===== src/hw/img_pkg.sv =====
package img_pkg;

    // --------------------
    // image geometry
    localparam int IMG_W   = 8;
    localparam int IMG_H   = 8;
    localparam int IMG_C   = 32;
    localparam int IMG_PIX = IMG_W * IMG_H * IMG_C;    // 2048 pixels

    localparam int BANK_COUNT = 4;
    localparam int BANK_AW    = 9;                     // 512 words per bank
    localparam int OUT_W      = 14;

    typedef enum logic [3:0] {
        LOAD    = 4'd0,
        ORG_R   = 4'd1,
        ORG_L   = 4'd2,
        ORG_U   = 4'd3,
        ORG_D   = 4'd4,
        SCALE_D = 4'd5,
        SCALE_U = 4'd6,
        DISPLAY = 4'd7
    } op_e;

    typedef enum logic [1:0] {
        D8  = 2'd0,
        D16 = 2'd1,
        D32 = 2'd2
    } depth_e;

    function automatic logic [4:0] last_channel(depth_e depth);
        case (depth)
            D8:      return 5'd7;
            D16:     return 5'd15;
            default: return 5'd31;
        endcase
    endfunction

    // one address word with two decodings
    typedef union packed {
        struct packed {
            logic [1:0] bank;
            logic [8:0] word;
        } bnk;                  // seen by the banks
        struct packed {
            logic [1:0] bank;   // channel low bits
            logic [2:0] ch_hi;
            logic [2:0] row;
            logic [2:0] col;
        } pix;                  // filled by the address generators
    } pix_addr_u;

endpackage


===== src/hw/op_control.sv =====
module op_control (
    input  logic               i_clk,
    input  logic               i_rst_n,
    input  logic               i_op_valid,
    input  logic [3:0]         i_op_mode,
    input  logic               i_in_valid,
    input  logic [7:0]         i_in_data,
    input  logic               i_disp_done,
    output logic               o_op_ready,
    output logic               o_in_ready,
    output logic               o_wr_en,
    output img_pkg::pix_addr_u o_wr_addr,
    output logic [7:0]         o_wr_data,
    output logic               o_disp_start,
    output logic [2:0]         o_origin_x,
    output logic [2:0]         o_origin_y,
    output img_pkg::depth_e    o_depth
);
    import img_pkg::*;

    localparam logic [2:0] ST_RESET  = 3'd0;
    localparam logic [2:0] ST_IDLE   = 3'd1;
    localparam logic [2:0] ST_LOAD   = 3'd2;
    localparam logic [2:0] ST_ADJUST = 3'd3;
    localparam logic [2:0] ST_DISP   = 3'd4;   // waiting on the streamer
    localparam logic [2:0] ST_READY  = 3'd5;

    logic [2:0]  state;
    logic [2:0]  state_next;
    op_e         op_q;          // op held for the adjust cycle
    logic [10:0] load_cnt;      // raster position, channel-major
    logic        op_take;
    logic        pix_take;
    logic        load_last;

    assign op_take   = (state == ST_IDLE) && i_op_valid;
    assign pix_take  = o_in_ready && i_in_valid;
    assign load_last = pix_take && (load_cnt == 11'(IMG_PIX - 1));

    // --------------------
    // command FSM
    always_comb begin
        state_next = state;
        case (state)
            ST_RESET: state_next = ST_READY;
            ST_READY: state_next = ST_IDLE;
            ST_IDLE: begin
                if (i_op_valid) begin
                    case (op_e'(i_op_mode))
                        LOAD:    state_next = ST_LOAD;
                        DISPLAY: state_next = ST_DISP;
                        default: state_next = ST_ADJUST;   // shifts, scales, unknown
                    endcase
                end
            end
            ST_LOAD: begin
                if (load_last) begin
                    state_next = ST_READY;
                end
            end
            ST_ADJUST: state_next = ST_READY;
            ST_DISP: begin
                if (i_disp_done) begin
                    state_next = ST_READY;
                end
            end
            default: state_next = ST_RESET;
        endcase
    end

    always_ff @(posedge i_clk or negedge i_rst_n) begin
        if (!i_rst_n) begin
            state        <= ST_RESET;
            op_q         <= LOAD;
            load_cnt     <= '0;
            o_disp_start <= 1'b0;
            o_origin_x   <= 3'd0;
            o_origin_y   <= 3'd0;
            o_depth      <= D32;
        end else begin
            state        <= state_next;
            o_disp_start <= op_take && (op_e'(i_op_mode) == DISPLAY);
            if (op_take) begin
                op_q <= op_e'(i_op_mode);
            end
            if (pix_take) begin
                load_cnt <= load_cnt + 11'd1;   // wraps to 0 after the last pixel
            end
            // window origin stays within 0..6, depth within 8..32
            if (state == ST_ADJUST) begin
                case (op_q)
                    ORG_R:   if (o_origin_x < 3'd6) o_origin_x <= o_origin_x + 3'd1;
                    ORG_L:   if (o_origin_x > 3'd0) o_origin_x <= o_origin_x - 3'd1;
                    ORG_U:   if (o_origin_y > 3'd0) o_origin_y <= o_origin_y - 3'd1;
                    ORG_D:   if (o_origin_y < 3'd6) o_origin_y <= o_origin_y + 3'd1;
                    SCALE_D: if (o_depth != D8)  o_depth <= depth_e'(o_depth - 2'd1);
                    SCALE_U: if (o_depth != D32) o_depth <= depth_e'(o_depth + 2'd1);
                    default: ;  // undefined opcodes leave everything as is
                endcase
            end
        end
    end

    // --------------------
    // handshake and write port
    assign o_op_ready = (state == ST_READY);
    assign o_in_ready = (state == ST_LOAD);
    assign o_wr_en    = pix_take;
    assign o_wr_data  = i_in_data;

    always_comb begin
        o_wr_addr.pix.bank  = load_cnt[7:6];    // channel low bits pick the bank
        o_wr_addr.pix.ch_hi = load_cnt[10:8];
        o_wr_addr.pix.row   = load_cnt[5:3];
        o_wr_addr.pix.col   = load_cnt[2:0];
    end

    // done only arrives while a display is running
    assert property (@(posedge i_clk) disable iff (!i_rst_n)
        i_disp_done |-> (state == ST_DISP));

    // each load starts from the first pixel
    assert property (@(posedge i_clk) disable iff (!i_rst_n)
        (op_take && (op_e'(i_op_mode) == LOAD)) |-> (load_cnt == '0));

endmodule


===== config.mk =====
export PLATFORM = sky130hd
export DESIGN_NAME = op_control
export DESIGN_NICKNAME = d
export VERILOG_FILES = /design/src/hw/img_pkg.sv /design/src/hw/op_control.sv
export SDC_FILE = /design/constraint.sdc
export NUM_CORES = 1
export LEC_CHECK = 0
export ABC_AREA = 1
export BUFFER_PORTS_ARGS = -buffer_cell sky130_fd_sc_hd__clkbuf_2
export CORE_MARGIN = 2
export CORE_UTILIZATION = 45
export DETAILED_ROUTE_END_ITERATION = 6
export PLACE_DENSITY_LB_ADDON = 0.08
export SYNTH_ARGS = -nofsm -noshare
export SYNTH_HDL_FRONTEND = slang
export SYNTH_SLANG_ARGS = --single-unit

===== constraint.sdc =====
create_clock -name i_clk -period 1.65 [get_ports i_clk]
set_input_delay 0.33 -clock i_clk [delete_from_list [all_inputs] [get_ports i_clk]]
set_output_delay 0.33 -clock i_clk [all_outputs]
set_load 0.1 [all_outputs]

==> metrics.md <==
| Metric | Value |
|---|---|
| Worst EP required | 1.32 ns |
| Pint | 0.00160 W |
| Period Utilization, post-route | 99.8% |
| Worst hold margin | 0.238 ns |
| R2R depth | 8 |
| Pin count of the biggest net entering global routing | 28 |
| Buf/Inv on CP | 2 |
| Crit-path cells | inv_2 > nand2_2 > nor2_4 > buf_12 |
| Die Height | 64.5 um |
| Antenna cells | 0 |
| Syn nets | 237 |
| Placed Instances | ~290 |
| Hold Path Depth | 3 |
| Worst hold start | i_op_mode[2] |
| Psw | roughly 0.0021 W |
| Ranking of synthesized cells by area | dfrtp_1 (40%), nand2_1 (17%), inv_1 (5.0%) |
| Yosys warns | 0 |
| RSZ-0062 raised after global routing | yes |
| Sequential power share | 29.8% |
| First-pass GRT wire length | about 5400 um |
| I/O Pins | 48 |
| Area grow syn2layout | 22.0% |
| Worst setup path class | flip-flop to output pin |
| Critical-path maximum fanout | 4 |
| Final HPWL DP | between 2000 and 2500 um |
| Syn avg cell area | between 7 and 8 um^2 |
| Worst IR Drop VDD | roughly 1300 uV |
| Fmax | just over 600 MHz |
| Clock Pin Slew Worst Setup and Hold Paths | 0.16 ns |
| Clock network power share | a little over 8% |
| Die Wd | about 64 um |
| Post-route DRC | 0 |
| Post-Layout Cell Count | 301 |
| Count of pins over their slew limit | 0 |
| DR vias/cell | 4.64 |
| Core Region | 3420 um^2 |
| Starting density of the core | about half |
| Setup Skew | 0.0140 ns |
| Min Tclk post-route | 1.65 ns |
| Critical path arrival | 1.32 ns |
| Htree depth | 1 |
| #FFs+latches synth | 27 |
| Post-synth top area cell | dfrtp_1 |
| Port bufs | 31 |
| DRT antenna net count | 0 |
| Synth Instances | 217 |
| WL per Instance | roughly 11 um |
| Antenna violations before repair | 0 |
| Overflow after GRT | 0 |
| Row cnt | 21 |
| Switching Fraction | 57.1% |
| Reg-to-reg slack, setup | 0.18 ns |
| RePlAce Congestion | 0.791 |
| Slew HR | 63.8% |
| DIE AREA | between 4000 and 5000 um^2 |
| Worst R2R Start | op_q[1] |
| Clk buf depth | 2 |
| RR Endpoint | o_origin_x[2] |
| Clk root buf | clkbuf_4 |
| Vias in the first global route | 1262 |
| WL final | 3170 um |
| Synthesized area | 1650 um^2 |
| First-pass DRT Iterations | 4 |
| CTS tree | yes |
| Worst setup SP type | flip-flop |
| Final hold violation count | 0 |
| CTS buffer count | 3 |
| Routed vias | 1397 |
| Worst Tran Pin Value | 0.545 ns |
| Gate power share | 62.0% |
| PD cells | about 1900 nW/um^2 |
| Crit path largest cell delay | 0.46 ns |
| Status | finished clean |
| Max-cap violations | 0 |
| Synth unique cells | 27 |
| Cell family with most CP delay | flip-flops |
| Worst Hold Class | input pin to flip-flop |
| Layout cells sized above 1 | about 32% |
| Hold EP | op_q[2] |
| Register area share after synthesis | between 40% and 50% |
| Layout Nets | 276 |
| Total clock sinks | 27 |
| Post-synth top area share | slightly below 40% |
| Worst path slowest cell | dfrtp_1 |
| Clk_lat worst skew | 0.34 ns |
| Initial DRC count | 61 |
| GR Util All Layers | between 10% and 20% |
| Crit end category | output pin |
| Leakage power | approximately 1.1 nW |
| Setup Viol. Count Final | 0 |
cells by family (layout without fill, tap and decap cells):
kind of cell | after synthesis | count (layout) | synth area share (%)
simple gates | 131 | 131 | 37.4
flops | 27 | 27 | 41.1
compound gates | 13 | 13 | 4.26
xor+xnor | 8 | 8 | 4.26
buf+inv | 35 | 73 | 9.80
fa+ha+maj | 3 | 3 | 3.19
layer usage:
layer	wire length, um	track usage (%)
met5	0	0
met1	1540	22.6
met4	55	5.32
met2	1440	25.7
met3	135	3.13
repair_timing:
item	CTS	global route
resized for setup	0	7
endpoints found under the hold margin	26	0
pin swaps	2	4
endpoints found under the setup margin	2	7
setup buffers	4	3
gates cloned	0	0
hold buffers	1	0
synth_stat cells:
master     n
fa_1       2
nand2_2    3
nor2_1    21
or2_2      1
ha_1       1
nand3_1   15
nor3_2     1
o21ai_0    5
o21ai_1    2
o211ai_1   1
xnor2_1    3
nor2_2     3
dfrtp_1   26
a21oi_1    4
nor2_8     1
nand2_4    2
nand2_1   75
dfstp_2    1
nor2_4     2
buf_4      8
nand3b_1   5
nand3_4    1
inv_1     22
o21a_1     1
inv_2      5
xor2_1     5
nand4_1    1
area by class of cell:
class                      instances  area (um^2)
multi-input combinational        155          821
clock inverter                     1         7.51
clock buffer                       3         22.5
timing repair buffer              42          303
inverter                          27          105
fill                             341         1410
tap                               46         57.6
sequential                        27          693
state kept, by name, summed over array words and instances, names as in the netlist:
register and cells:
op_q 4, load_cnt 11, o_origin_y 3, state 3, o_disp_start 1, o_depth 2
o_origin_x 3
layout by cell type, fill, tap and decap left out, drive strengths merged, types with 2 or more instances in the layout:
cell type and instances:
o21ai 7, nand3 16, xor2 5, fa 2
xnor2 3, clkinvlp 2, clkbuf 28, nand3b 5
buf 16, inv 26, dfrtp 26, nand2 80
a21oi 4, nor2 27
through the flow:
stage	TNS (ns)	setup slack [ns]	util [%]	cell area, um^2	power [W]
final	0	0.00410	58.8	2010	0.00372
after global routing	-0.0871	-0.0649	58.8	2010	0.00400
after CTS	0	0.00185	57.8	1970	0.00366
after detailed placement	0	0.192	55.8	1900	0.00330
after global placement	0	0.228	55.8	1900	0.00329
after floorplan	-0.0322	-0.0322	-	1670	0.00292
worst reg2reg max path: stages (launching register included):
cell and delay [ns]:
dfrtp_1 0.44, inv_1 0.08, nor2_1 0.14, nand2_1 0.10, fa_1 0.38, nand3_1 0.09
nand2_1 0.05, nand2_1 0.05, nand2_1 0.04
worst max-delay path by stage:
stage          startpoint            end  slack (ns)  depth (start not counted)
2_1_floorplan    state[1]     o_op_ready       -0.03                          3
3_3_place_gp      op_q[1]  o_origin_y[2]        0.23                          7
3_5_place_dp      op_q[1]  o_origin_y[2]        0.19                          7
4_1_cts          state[2]        o_wr_en       0.002                          4
5_1_grt          state[1]     o_op_ready       -0.06                          4
6_report         state[1]     o_op_ready       0.004                          4
power by group through the flow:
stage          clock network, W  logic (W)  registers [W]
2_1_floorplan                 0   0.000992        0.00193
3_3_place_gp                  0    0.00216        0.00113
3_5_place_dp                  0    0.00217        0.00114
4_1_cts                0.000315    0.00224        0.00111
5_1_grt                0.000353    0.00249        0.00115
6_report               0.000306    0.00231        0.00111
(Power assumes the default switching activity.)
