## config.mk

```make
export PLATFORM = sky130hd
export DESIGN_NAME = display_streamer_flat
export DESIGN_NICKNAME = d
export VERILOG_FILES = /design/src/hw/img_pkg.sv /design/src/hw/buf_read_if.sv /design/src/hw/display_streamer.sv /design/src/flat_wrapper.sv
export SDC_FILE = /design/constraint.sdc
export NUM_CORES = 1
export LEC_CHECK = 0
export ABC_CLOCK_PERIOD_IN_PS = 2950
export BUFFER_PORTS_ARGS = -buffer_cell sky130_fd_sc_hd__buf_2
export CAP_MARGIN = 25
export CORE_MARGIN = 2
export CORE_UTILIZATION = 45
export DETAILED_ROUTE_END_ITERATION = 12
export PLACE_DENSITY_LB_ADDON = 0.15
export SETUP_SLACK_MARGIN = 0.15
export SLEW_MARGIN = 20
export SYNTH_ARGS = -nofsm -noshare
export SYNTH_HDL_FRONTEND = slang
export SYNTH_SLANG_ARGS = --single-unit
```

## constraint.sdc

```tcl
create_clock -name i_clk -period 2.95 [get_ports i_clk]
set_clock_uncertainty 0.1 [all_clocks]
set_input_delay 0.295 -clock i_clk [delete_from_list [all_inputs] [get_ports i_clk]]
set_output_delay 0.295 -clock i_clk [all_outputs]
set_load 0.02 [all_outputs]
```

## src/hw/img_pkg.sv

```systemverilog
package img_pkg;

    // --------------------
    // image geometry
    localparam int IMG_W   = 8;
    localparam int IMG_H   = 8;
    localparam int IMG_C   = 32;
    localparam int IMG_PIX = IMG_W * IMG_H * IMG_C;    // 2048 pixels

    localparam int BANK_COUNT = 4;
    localparam int BANK_AW    = 9;                     // 512 words per bank
    localparam int OUT_W      = 14;

    typedef enum logic [3:0] {
        LOAD    = 4'd0,
        ORG_R   = 4'd1,
        ORG_L   = 4'd2,
        ORG_U   = 4'd3,
        ORG_D   = 4'd4,
        SCALE_D = 4'd5,
        SCALE_U = 4'd6,
        DISPLAY = 4'd7
    } op_e;

    typedef enum logic [1:0] {
        D8  = 2'd0,
        D16 = 2'd1,
        D32 = 2'd2
    } depth_e;

    function automatic logic [4:0] last_channel(depth_e depth);
        case (depth)
            D8:      return 5'd7;
            D16:     return 5'd15;
            default: return 5'd31;
        endcase
    endfunction

    // one address word with two decodings
    typedef union packed {
        struct packed {
            logic [1:0] bank;
            logic [8:0] word;
        } bnk;                  // seen by the banks
        struct packed {
            logic [1:0] bank;   // channel low bits
            logic [2:0] ch_hi;
            logic [2:0] row;
            logic [2:0] col;
        } pix;                  // filled by the address generators
    } pix_addr_u;

endpackage

```

## src/hw/buf_read_if.sv

```systemverilog
interface buf_read_if;
    import img_pkg::*;

    logic       rd_en;
    pix_addr_u  rd_addr;
    logic [7:0] rd_data;
    logic       rd_valid;   // one cycle behind rd_en

    // display streamer side
    modport requester (
        output rd_en,
        output rd_addr,
        input  rd_data,
        input  rd_valid
    );

    // image buffer side
    modport memory (
        input  rd_en,
        input  rd_addr,
        output rd_data,
        output rd_valid
    );

endinterface

```

## src/hw/display_streamer.sv

```systemverilog
module display_streamer (
    input  logic                             i_clk,
    input  logic                             i_rst_n,
    input  logic                             i_start,
    input  logic [2:0]                       i_origin_x,
    input  logic [2:0]                       i_origin_y,
    input  img_pkg::depth_e                  i_depth,
    buf_read_if.requester                    rd,
    output logic                             o_done,
    output logic                             o_out_valid,
    output logic signed [img_pkg::OUT_W-1:0] o_out_data
);
    import img_pkg::*;

    logic       active;         // issuing one read per cycle
    logic [1:0] tile;           // 0 (x0,y0) 1 (x0+1,y0) 2 (x0,y0+1) 3 (x0+1,y0+1)
    logic [4:0] chan;
    logic       last_rd;
    logic [1:0] last_flight;    // final read moving through memory and output stage
    logic [3:0] col_w;
    logic [3:0] row_w;

    assign last_rd = active && (tile == 2'd3) && (chan == last_channel(i_depth));

    // one bit wider so an overrun would show
    assign col_w = {1'b0, i_origin_x} + {3'b000, tile[0]};
    assign row_w = {1'b0, i_origin_y} + {3'b000, tile[1]};

    // --------------------
    // read request
    assign rd.rd_en = active;

    always_comb begin
        rd.rd_addr.pix.bank  = chan[1:0];
        rd.rd_addr.pix.ch_hi = chan[4:2];
        rd.rd_addr.pix.row   = row_w[2:0];
        rd.rd_addr.pix.col   = col_w[2:0];
    end

    // tile steps every read, channel after the fourth tile
    always_ff @(posedge i_clk or negedge i_rst_n) begin
        if (!i_rst_n) begin
            active      <= 1'b0;
            tile        <= 2'd0;
            chan        <= 5'd0;
            last_flight <= 2'b00;
            o_out_valid <= 1'b0;
        end else begin
            if (i_start) begin
                active <= 1'b1;
                tile   <= 2'd0;
                chan   <= 5'd0;
            end else if (active) begin
                tile <= tile + 2'd1;
                if (tile == 2'd3) begin
                    chan <= chan + 5'd1;
                end
                if (last_rd) begin
                    active <= 1'b0;
                end
            end
            last_flight <= {last_flight[0], last_rd};
            o_out_valid <= rd.rd_valid;
        end
    end

    // --------------------
    // output stage
    always_ff @(posedge i_clk) begin
        if (rd.rd_valid) begin
            o_out_data <= signed'(OUT_W'(rd.rd_data));   // zero-extended pixel
        end
    end

    assign o_done = last_flight[1];     // lines up with the last o_out_valid

    // origin clamp upstream keeps the window inside the image
    assert property (@(posedge i_clk) disable iff (!i_rst_n)
        rd.rd_en |-> (col_w <= 4'd7) && (row_w <= 4'd7));

endmodule

```

## src/flat_wrapper.sv

```systemverilog
// flat-port wrapper written by rule: the top's interface ports become plain ports
module display_streamer_flat import img_pkg::*;
  (i_clk, i_rst_n, i_start, i_origin_x, i_origin_y, i_depth, o_done, o_out_valid, o_out_data, rd_rd_en, rd_rd_addr, rd_rd_data, rd_rd_valid);
  buf_read_if rd_i ();
  input  logic i_clk;
  input  logic i_rst_n;
  input  logic i_start;
  input  logic [2:0] i_origin_x;
  input  logic [2:0] i_origin_y;
  input  img_pkg::depth_e i_depth;
  output logic o_done;
  output logic o_out_valid;
  output logic signed [img_pkg::OUT_W-1:0] o_out_data;
  output wire logic [$bits(rd_i.rd_en)-1:0] rd_rd_en;
  output wire logic [$bits(rd_i.rd_addr)-1:0] rd_rd_addr;
  input wire logic [$bits(rd_i.rd_data)-1:0] rd_rd_data;
  input wire logic [$bits(rd_i.rd_valid)-1:0] rd_rd_valid;
  assign rd_rd_en = rd_i.rd_en;
  assign rd_rd_addr = rd_i.rd_addr;
  assign rd_i.rd_data = rd_rd_data;
  assign rd_i.rd_valid = rd_rd_valid;
  display_streamer u_core (.i_clk(i_clk), .i_rst_n(i_rst_n), .i_start(i_start), .i_origin_x(i_origin_x), .i_origin_y(i_origin_y), .i_depth(i_depth), .rd(rd_i), .o_done(o_done), .o_out_valid(o_out_valid), .o_out_data(o_out_data));
endmodule
```

==> results of run 1 <==
## per-stage QoR
step	total power (W)	hold WS (ns)	cells	util (%)
2_1_floorplan	0.000360	-0.101	69	-
6_report	0.000508	0.0774	132	61.9
3_5_place_dp	0.000390	0.0777	127	59.8
5_1_grt	0.000529	0.0670	132	61.9
3_3_place_gp	0.000386	0.0740	127	59.8
4_1_cts	0.000513	0.0724	132	61.9
## flip-flops by register name (all words and copies together), names as in the netlist
register	count
u_core.o_out_valid	1
u_core.last_flight	2
u_core.rd.rd_en	1
u_core.chan	5
u_core.o_out_data	8
u_core.tile	2
## worst paths after layout
path	startpoint	to	slack, ns
max reg2reg	u_core.tile[0]$_DFFE_PN0P_	u_core.chan[4]$_DFFE_PN0P_	1.48
min	rd_rd_data[3]	u_core.o_out_data[3]$_DFFE_PP_	0.08
min reg2reg	u_core.last_flight[0]$_DFF_PN0_	u_core.last_flight[1]$_DFF_PN0_	0.26
max	u_core.tile[0]$_DFFE_PN0P_	rd_rd_addr[2]	1.15
min in group asynchronous	i_rst_n	u_core.chan[3]$_DFFE_PN0P_	0.29
max in group asynchronous	i_rst_n	u_core.last_flight[0]$_DFF_PN0_	2.26
## cell usage after synthesis (all sizes together)
library cell,count
a211oi,1
a21oi,3
buf,8
conb,1
dfrtp,11
edfxtp,8
ha,6
inv,2
mux2i,1
nand2,2
nand3,3
nand4,1
nor2,4
o21ai,3
o21bai,1
or3,3
xnor2,1
xor2,5
## cell type report
cell class,count,area (sq um)
fill,155,658
sequential,19,515
multi-input combinational,40,273
timing repair buffer,42,215
tap,25,31.3
clock buffer,4,26.3
inverter,2,7.51
## power by group
| part | leakage (nW) | switching (W) | internal (W) | total [W] |
|---|---|---|---|---|
| clock | 0.0150 | 0.0000717 | 0.0000525 | 0.000124 |
| combinational | 0.321 | 0.0000571 | 0.0000314 | 0.0000885 |
| sequential | 0.222 | 0.00000540 | 0.000290 | 0.000295 |
| total | 0.557 | 0.000134 | 0.000374 | 0.000508 |
## routing by layer
metal | vias to the layer above | track usage (%) | wire [um]
met2 | 26 | 23.6 | 750
met3 | 0 | 3.85 | 111
met4 | 0 | 6.67 | 0
met5 | - | 0 | 0
li1 | 299 | - | -
met1 | 277 | 14.9 | 534
## cells by family (layout without fill, tap and decap cells)
group                    after synthesis  in the layout  share of synthesized area (%)
adder cells (fa/ha/maj)                6              6                           9.01
multiplexers                           1              1                           1.20
AND/OR/NAND/NOR                       13             13                           7.51
buffers and inverters                 10             48                           7.66
XOR/XNOR                               6              6                           6.31
other                                  1              6                          0.450
flip-flops                            19             19                           61.9
AO/OA/AOI/OAI                          8              8                           6.01
==> flow_summary_export.csv, run 1 <==
group,metric,value,unit
min_path,hold_path_class,"input port to flip-flop",
cts,clk_latency,0.28,ns
cells_and_area,stdcell_area,0.00107,sq mm
placement,io_buffers,41,
synth,synth.distinct_cells,19,
timing,grt_setup_unrepaired,"false",
cts,holdBufCountCts,1,
setup_path,reg2reg_depth,4,
setup_path,cp-end-kind,"primary output",
cts,htreeDepth,1,
placement,gp_congestion,0.677,
timing,slew_violations,0,
placement,dp_slack,1.46,ns
setup_path,cp.arrival,1.40,ns
cts,cts_buffers,3,
setup_path,cp_max_fo,3,
placement,placed_area,0.00103,sq mm
cells_and_area,syn_to_final_growth,28.2,%
detailed_routing,drt_iter0_markers,5,
floorplan,start_util,48.3,%
cells_and_area,final_common_cell,"buf_2",
min_path,min_path_cells,1,
synth,ys_warn_count,0,
timing,hold_viol_final,0,
synth,yosysTopAreaCellShare,33.0,%
detailed_routing,viasPerCell,4.56,
cts,clk_pin_slew,0.10,ns
synth,avgSynthCellArea,13.0,sq um
setup_path,critPathSlowestCell,"dfrtp_1",
floorplan,die_h,47.0,um
setup_path,crit_chain,"ha_1, ha_1, xor2_1, buf_2",
detailed_routing,routed_wl,1.40,mm
detailed_routing,num_vias,602,
cells_and_area,diodes,0,
floorplan,coreArea,0.00173,sq mm
power_and_ir_drop,ir_drop,0.000301,V
cts,cts_num_sinks,19,
synth,ys_seq_elements,19,
floorplan,ios,48,
global_route,grt-ovfl-total,0,
timing,min_period,1.80,ns
global_route,grt_pass1_vias,522,
cts,root_buffer,"clkbuf_4",
detailed_routing,wire_per_inst,10.6,um
timing,period_share,60.9,%
cts,cts_tree,"yes",
floorplan,dieArea,0.00221,sq mm
setup_path,required,2.56,ns
floorplan,row_count,15,
floorplan,die_w,47.0,um
global_route,antenna_found_initial,0,
setup_path,critical-path-max-stage-delay,0.43,ns
timing,fmax,0.557,GHz
synth,synth_area_leaders,"dfrtp_1 33%, edfxtp_1 29%, ha_1 9.0%",
global_route,grtUsageTotal,13.5,%
power_and_ir_drop,p_leak,0.557,nW
timing,fin_ws,1.15,ns
setup_path,path_class,"flip-flop to primary output",
setup_path,cp-start-kind,"flip-flop",
synth,ys_seq_area_share,61.9,%
timing,setup_tns,0,ns
synth,synth_top_cell_by_area,"dfrtp_1",
run_status,outcome,"finished, final reports clean",
setup_path,worst_path_most_repeated_cell,"ha_1",
setup_path,path_depth,4,
placement,place_hpwl,1.17,mm
detailed_routing,drc,0,
cells_and_area,num-nets-final,134,
cells_and_area,drive_above_1_share,42.1,%
synth,synthCells,64,
synth,netlist_area,833,sq um
flow_run,max_cap_viol_count,0,
cts,cts_buffer_depth,2,
global_route,grt_pass1_wl,2.04,mm
cells_and_area,layout_common_cells,"41 x buf_2, 11 x dfrtp_1, 8 x edfxtp_1",
detailed_routing,ant_nets,0,
timing,setup_viol,0,
power_and_ir_drop,power.density,475,mW/mm^2
setup_path,cp_top_family,"flip-flops",
detailed_routing,firstDrtPassIters,4,
setup_path,cp_num_buf_inv,1,
global_route,grt_max_degree,12,
cts,post-cts-setup-buffers,0,
cts,cts-resized-gates,0,
(Power assumes the default switching activity.)
==> run 2, diff against run 1 <==
- ABC_AREA: not set -> 1
- ABC_CLOCK_PERIOD_IN_PS: 2950 -> 1800
- CORE_UTILIZATION: 45 -> 42
- clock period: 2.95 -> 1.8 ns (I/O delays scaled with it)
==> run 2 against run 1 <==
Against the previous run:
- register-to-register slack got worse by 1.0 ns
- cell count grew 26%
- area after synthesis grew 3.8%
- first-iteration DRC count increased by 40%
- design area rose by 17%
- critical path depth fell by 1
- synthesized cell count rose by 28%
- critical path type unchanged
- largest power group unchanged
==> flow_summary_export.csv, run 2 <==
group,metric,value,unit
cells_and_area,reg_top3,"u_core.o_out_data (8), u_core.chan (5)",
synth,synth_top_cell_by_area,"dfrtp_1",
placement,io_buffers,41,
setup_path,worstSetupStartpoint,"u_core.tile[0]$_DFFE_PN0P_",
synth,synthTopCellsByCount,"14 x nand2_1, 11 x dfrtp_1, 10 x inv_1, 9 x nor2_1, 8 x edfxtp_1",
timing,min_period,1.59,ns
setup_path,cp_max_fo,2,
floorplan,coreArea,0.00194,sq mm
setup_path,critPathSlowestCell,"dfrtp_1",
setup_path,worst_path_most_repeated_cell,"ha_2",
min_path,hold_path_class,"input port to flip-flop",
global_route,grt_pass1_vias,632,
floorplan,row_count,16,
power_and_ir_drop,p_leak,0.666,nW
timing,slew_violations,0,
synth,synth_ff_type,"dfrtp_1",
power_and_ir_drop,pwr-share-seq,55.0,%
timing,fmax,0.628,GHz
synth,async_reset_ff_share,57.9,%
setup_path,cp_num_buf_inv,1,
power_and_ir_drop,p_int,0.000636,W
global_route,antenna_found_initial,0,
timing,grt_setup_unrepaired,"true",
floorplan,die_w,49.4,um
detailed_routing,num_vias,704,
power_and_ir_drop,pwr-share-clk,24.3,%
setup_path,cp_top_family,"adder cells",
run_status,outcome,"finished, final reports clean",
floorplan,dieArea,0.00244,sq mm
synth,ys_seq_area_share,59.6,%
global_route,grt_max_degree,12,
cells_and_area,syn_to_final_growth,44.3,%
power_and_ir_drop,ir_drop,0.000544,V
cts,cts_num_sinks,19,
setup_path,critical-path-max-stage-delay,0.40,ns
floorplan,die_h,49.4,um
global_route,grt_pass1_wl,2.78,mm
setup_path,required,1.52,ns
cells_and_area,largest_reg_flops,8,
synth,avgSynthCellArea,10.5,sq um
global_route,grtUsageTotal,15.2,%
detailed_routing,routed_wl,1.56,mm
placement,placed_area,0.00108,sq mm
min_path,min_path_cells,6,
synth,synth_area_leaders,"dfrtp_1 32%, edfxtp_1 28%, ha_1 8.7%",
detailed_routing,ant_nets,0,
synth,ys_warn_count,0,
setup_path,worstSetupEndpoint,"rd_rd_addr[1]",
synth,synth.distinct_cells,18,
cells_and_area,multi_input_area,292,sq um
floorplan,start_util,44.5,%
setup_path,path_depth,3,
cells_and_area,seqCellArea,515,sq um
detailed_routing,drt_iter0_markers,7,
cells_and_area,stdcell_area,0.00125,sq mm
detailed_routing,firstDrtPassIters,4,
power_and_ir_drop,power.density,705,mW/mm^2
timing,period_share,88.5,%
setup_path,cp-start-kind,"flip-flop",
setup_path,reg2reg_depth,9,
cts,htreeDepth,1,
detailed_routing,drc,0,
cells_and_area,final_common_cell,"buf_2",
placement,gp_congestion,0.655,
timing,setup_viol,0,
synth,ys_seq_elements,19,
cells_and_area,diodes,0,
cells_and_area,num-nets-final,166,
flow_run,max_cap_viol_count,0,
cts,clk_latency,0.30,ns
global_route,grt-ovfl-total,0,
cts,clk_pin_slew,0.11,ns
setup_path,cp.arrival,1.31,ns
floorplan,ios,48,
timing,hold_viol_final,0,
power_and_ir_drop,switching_share,27.6,%
synth,yosysTopAreaCellShare,31.8,%
cts,cts_buffer_depth,2,
setup_path,timing.rr.end,"u_core.rd.rd_en$_DFF_PN0_",
setup_path,r2r_setup_slack,0.45,ns
power_and_ir_drop,power_switching,0.000243,W
cells_and_area,layout_common_cells,"38 x buf_2, 14 x nand2_1, 11 x dlygate4sd3_1, 11 x dfrtp_1, 10 x inv_1",
placement,place_hpwl,1.19,mm
detailed_routing,wire_per_inst,9.38,um
cts,root_buffer,"clkbuf_4",
detailed_routing,viasPerCell,4.24,
cells_and_area,top_register,"u_core.o_out_data",
setup_path,cp-end-kind,"primary output",
power_and_ir_drop,combPwrFrac,20.8,%
cells_and_area,drive_above_1_share,39.6,%
timing,setup_tns,0,ns
synth,synth_edf_count,8,
synth,yosysMostFrequentCell,"nand2_1",
synth,netlist_area,865,sq um
cts,cts_buffers,3,
setup_path,path_class,"flip-flop to primary output",
setup_path,timing.rr.start,"u_core.tile[0]$_DFFE_PN0P_",
cts,cts_tree,"yes",
setup_path,crit_chain,"ha_2, ha_2, buf_2",
synth,synthCells,82,
cells_and_area,fill_cells,175,
[run 2: logic make-up (layout without fill, tap and decap cells)]
group | count (synthesis) | after routing | synth area share (%)
AOI/OAI and AO/OA | 6 | 6 | 3.76
xor gates and xnor gates | 3 | 3 | 3.04
adders and majority gates | 6 | 6 | 8.68
buffers and inverters | 17 | 69 | 9.99
DFF | 19 | 19 | 59.6
other | 1 | 6 | 0.434
and+or+nand+nor | 30 | 30 | 14.5
[run 2: cell type report]
type / instances / share of cell area [%]
Sequential cell: 19 / 41.3
Timing Repair Buffer: 54 / 27.1
Multi-Input combinational cell: 51 / 23.4
Inverter: 11 / 3.31
Tap cell: 27 / 2.71
Clock buffer: 3 / 1.81
Clock inverter: 1 / 0.401
[run 2: what timing repair did]
action,CTS,global route
setup endpoints to repair,2,3
hold buffers,11,0
pin swaps,0,2
buffers inserted,2,0
hold endpoints to repair,23,0
resized for setup,4,3
[run 2: stage by stage]
stage | hold slack, ns | total power, W | setup WS [ns] | util (%) | std cells
after CTS | 0.137 | 0.000894 | 0.142 | 63.9 | 166
after global placement | -0.0395 | 0.000644 | 0.467 | 55.5 | 149
after global routing | 0.167 | 0.000934 | 0.106 | 64.2 | 166
after detailed placement | -0.0335 | 0.000647 | 0.449 | 55.5 | 149
after floorplan | -0.216 | 0.000597 | 0.403 | - | 87
final | 0.141 | 0.000879 | 0.207 | 64.2 | 166
[run 2: how the worst min path moves through the flow]
stage	from	to	slack (ns)
floorplan	i_rst_n	u_core.chan[0]$_DFFE_PN0P_	-0.22
global placement	i_rst_n	u_core.chan[1]$_DFFE_PN0P_	-0.04
detailed placement	i_rst_n	u_core.chan[1]$_DFFE_PN0P_	-0.03
CTS	i_depth[0]	u_core.last_flight[0]$_DFF_PN0_	0.14
global route	i_depth[0]	u_core.last_flight[0]$_DFF_PN0_	0.17
finish	i_depth[0]	u_core.last_flight[0]$_DFF_PN0_	0.14
[run 2: tightest hold or removal path, stage by stage]
cell,delay [ns]
buf_2,0.08
nor2_1,0.03
nand2_1,0.04
nand2_1,0.04
nand2_1,0.08
inv_1,0.04
[run 2: power groups by stage]
stage,clock network [W],registers [W],logic (W)
after floorplan,0,0.000519,0.0000778
after global placement,0,0.000493,0.000151
after detailed placement,0,0.000495,0.000153
after CTS,0.000227,0.000484,0.000182
after global routing,0.000245,0.000487,0.000203
final,0.000213,0.000483,0.000182
[run 2: routing by layer]
metal,global-route usage (%),wire (um),share of wire (%),vias up
li1,-,-,-,367
met1,18.1,630,40,313
met2,24.8,795,51,19
met3,3.37,86,5.5,5
met4,9.72,44,2.8,0
met5,0,0,0,-
==> run 3, diff against run 2 <==
- ABC_CLOCK_PERIOD_IN_PS: 1800 -> 1400
- CORE_UTILIZATION: 42 -> 38
- clock period: 1.8 -> 1.4 ns (I/O delays scaled with it)
==> run 3 against run 2 <==
Against the previous run:
- the run now ends with setup timing left
- critical path depth increased by 1
- design area is 17% higher
- sequential share of layout area decreased by 5.6 points
- worst hold slack lost 0.048 ns
- core utilization is 2.4 points higher
- via count increased by 6.0%
- global-route usage down 1.0 points
- critical endpoint is now rd_rd_addr[5]
- largest cell class unchanged
==> flow_summary_export.csv, run 3 (synthesis results as in run 2) <==
group,metric,value,unit
setup_path,timing.rr.start,"u_core.tile[1]$_DFFE_PN0P_",
global_route,grt-ovfl-total,0,
cells_and_area,reg_top3,"u_core.o_out_data (8), u_core.chan (5)",
flow_run,max_cap_viol_count,0,
detailed_routing,viasPerCell,4.36,
setup_path,cp_num_buf_inv,1,
detailed_routing,ant_nets,0,
setup_path,cp-end-kind,"primary output",
power_and_ir_drop,p_leak,0.708,nW
cells_and_area,layout_common_cells,"35 x buf_2, 14 x nand2_1, 11 x dlygate4sd3_1",
cts,cts_num_sinks,19,
cells_and_area,final_common_cell,"buf_2",
setup_path,crit_chain,"ha_4, ha_4, xor2_2, buf_6",
detailed_routing,routed_wl,1.87,mm
placement,gp_congestion,0.730,
min_path,min_from,"i_depth[0]",
floorplan,coreArea,0.00219,sq mm
power_and_ir_drop,power_switching,0.000339,W
cells_and_area,num-nets-final,170,
setup_path,critical-path-max-stage-delay,0.43,ns
cells_and_area,syn_to_final_growth,68.7,%
setup_path,worst_path_most_repeated_cell,"ha_4",
timing,hold_viol_final,0,
power_and_ir_drop,ir_drop,0.000615,V
floorplan,dieArea,0.00267,sq mm
run_status,outcome,"finished with violations",
setup_path,required,1.16,ns
cells_and_area,diodes,0,
detailed_routing,drt_iter0_markers,5,
global_route,grt_pass1_wl,2.79,mm
min_path,hold_path_class,"input port to flip-flop",
cells_and_area,top_register,"u_core.o_out_data",
power_and_ir_drop,combPwrFrac,26.1,%
timing,fmax,0.639,GHz
detailed_routing,num_vias,746,
cells_and_area,largest_reg_flops,8,
placement,place_hpwl,1.21,mm
timing,grt_setup_unrepaired,"true",
global_route,antenna_found_initial,0,
run_status,violations,"setup timing",
timing,slew_violations,0,
power_and_ir_drop,switching_share,28.0,%
power_and_ir_drop,pwr-share-clk,22.2,%
detailed_routing,drc,0,
power_and_ir_drop,power.density,831,mW/mm^2
cells_and_area,drive_above_1_share,51.7,%
cts,clk_latency,0.29,ns
timing,setup_viol,7,
cts,root_buffer,"clkbuf_4",
placement,placed_area,0.00110,sq mm
setup_path,critPathSlowestCell,"dfrtp_1",
cts,htreeDepth,1,
cts,cts_tree,"yes",
detailed_routing,wire_per_inst,10.9,um
setup_path,worstSetupStartpoint,"u_core.tile[1]$_DFFE_PN0P_",
cts,cts_buffers,3,
placement,io_buffers,41,
timing,min_period,1.57,ns
timing,setup_tns,-0.677,ns
global_route,grtUsageTotal,14.2,%
cts,cts_buffer_depth,2,
cells_and_area,seqCellArea,520,sq um
power_and_ir_drop,p_int,0.000873,W
setup_path,cp-start-kind,"flip-flop",
floorplan,die_w,51.7,um
cells_and_area,stdcell_area,0.00146,sq mm
global_route,grt_max_degree,12,
power_and_ir_drop,pwr-share-seq,51.7,%
floorplan,ios,48,
timing,period_share,112,%
detailed_routing,firstDrtPassIters,2,
cells_and_area,fill_cells,179,
floorplan,start_util,39.5,%
setup_path,path_class,"flip-flop to primary output",
floorplan,die_h,51.7,um
global_route,grt_pass1_vias,704,
timing,fin_ws,-0.166,ns
setup_path,cp_top_family,"flip-flops",
cts,clk_pin_slew,0.11,ns
setup_path,cp.arrival,1.33,ns
cells_and_area,multi_input_area,415,sq um
floorplan,row_count,17,
setup_path,cp_max_fo,2,
-- run 3: layout make-up --
cell class	instances	share of cell area, %
well taps	28	2.40
clock buffers	3	1.54
clock inverters	1	0.343
flip-flops and latches	19	35.7
inverters	11	3.17
multi-input cells	51	28.5
repair buffers	58	28.4
-- run 3: worst register-to-register path: cells and delay by family, from the launching register on --
kind                     cells  cell delay (ns)
buffers and inverters        3             0.37
flip-flops                   1             0.42
AND/OR/NAND/NOR              5             0.33
adder cells (fa/ha/maj)      1             0.15
-- run 3: final timing paths --
check | endpoint | slack (ns) | cells past startpoint
max in group asynchronous | u_core.chan[3]$_DFFE_PN0P_ | 0.86 | 2
hold reg to reg | u_core.last_flight[1]$_DFF_PN0_ | 0.26 | 0
setup / recovery | rd_rd_addr[5] | -0.17 | 4
hold / removal | u_core.last_flight[0]$_DFF_PN0_ | 0.09 | 5
setup reg to reg | u_core.chan[4]$_DFFE_PN0P_ | -0.07 | 9
min in group asynchronous | u_core.last_flight[1]$_DFF_PN0_ | 0.13 | 2
-- run 3: power by group through the flow --
stage | clock network [W] | logic, W | registers [W]
after floorplan | 0 | 0.000103 | 0.000668
after global placement | 0 | 0.000198 | 0.000635
after detailed placement | 0 | 0.000201 | 0.000636
after CTS | 0.000280 | 0.000290 | 0.000624
after global routing | 0.000301 | 0.000340 | 0.000631
final | 0.000269 | 0.000316 | 0.000627
-- run 3: stage by stage --
step	hold slack, ns	worst slack [ns]	total power, W	util (%)	cells
floorplan	-0.256	0.145	0.000770	-	87
global placement	-0.0784	0.101	0.000833	50.0	150
detailed placement	-0.0812	0.0678	0.000837	50.0	150
CTS	0.0856	-0.177	0.00119	62.8	168
global route	0.133	-0.213	0.00127	66.6	171
finish	0.0929	-0.166	0.00121	66.6	171
-- run 3: repair_timing --
item	CTS	global route
buffers inserted	3	3
setup endpoints to repair	8	15
pin swaps	4	5
hold buffers	11	0
hold endpoints to repair	23	0
gates resized for setup	29	12
-- run 3: per-layer routing --
| layer | GRT usage (%) | part of all wire (%) | vias up |
|---|---|---|---|
| li1 | - | - | 369 |
| met1 | 17.2 | 40 | 354 |
| met2 | 23.9 | 55 | 21 |
| met3 | 2.59 | 4.2 | 2 |
| met4 | 7.46 | 0.91 | 0 |
| met5 | 0 | 0 | - |
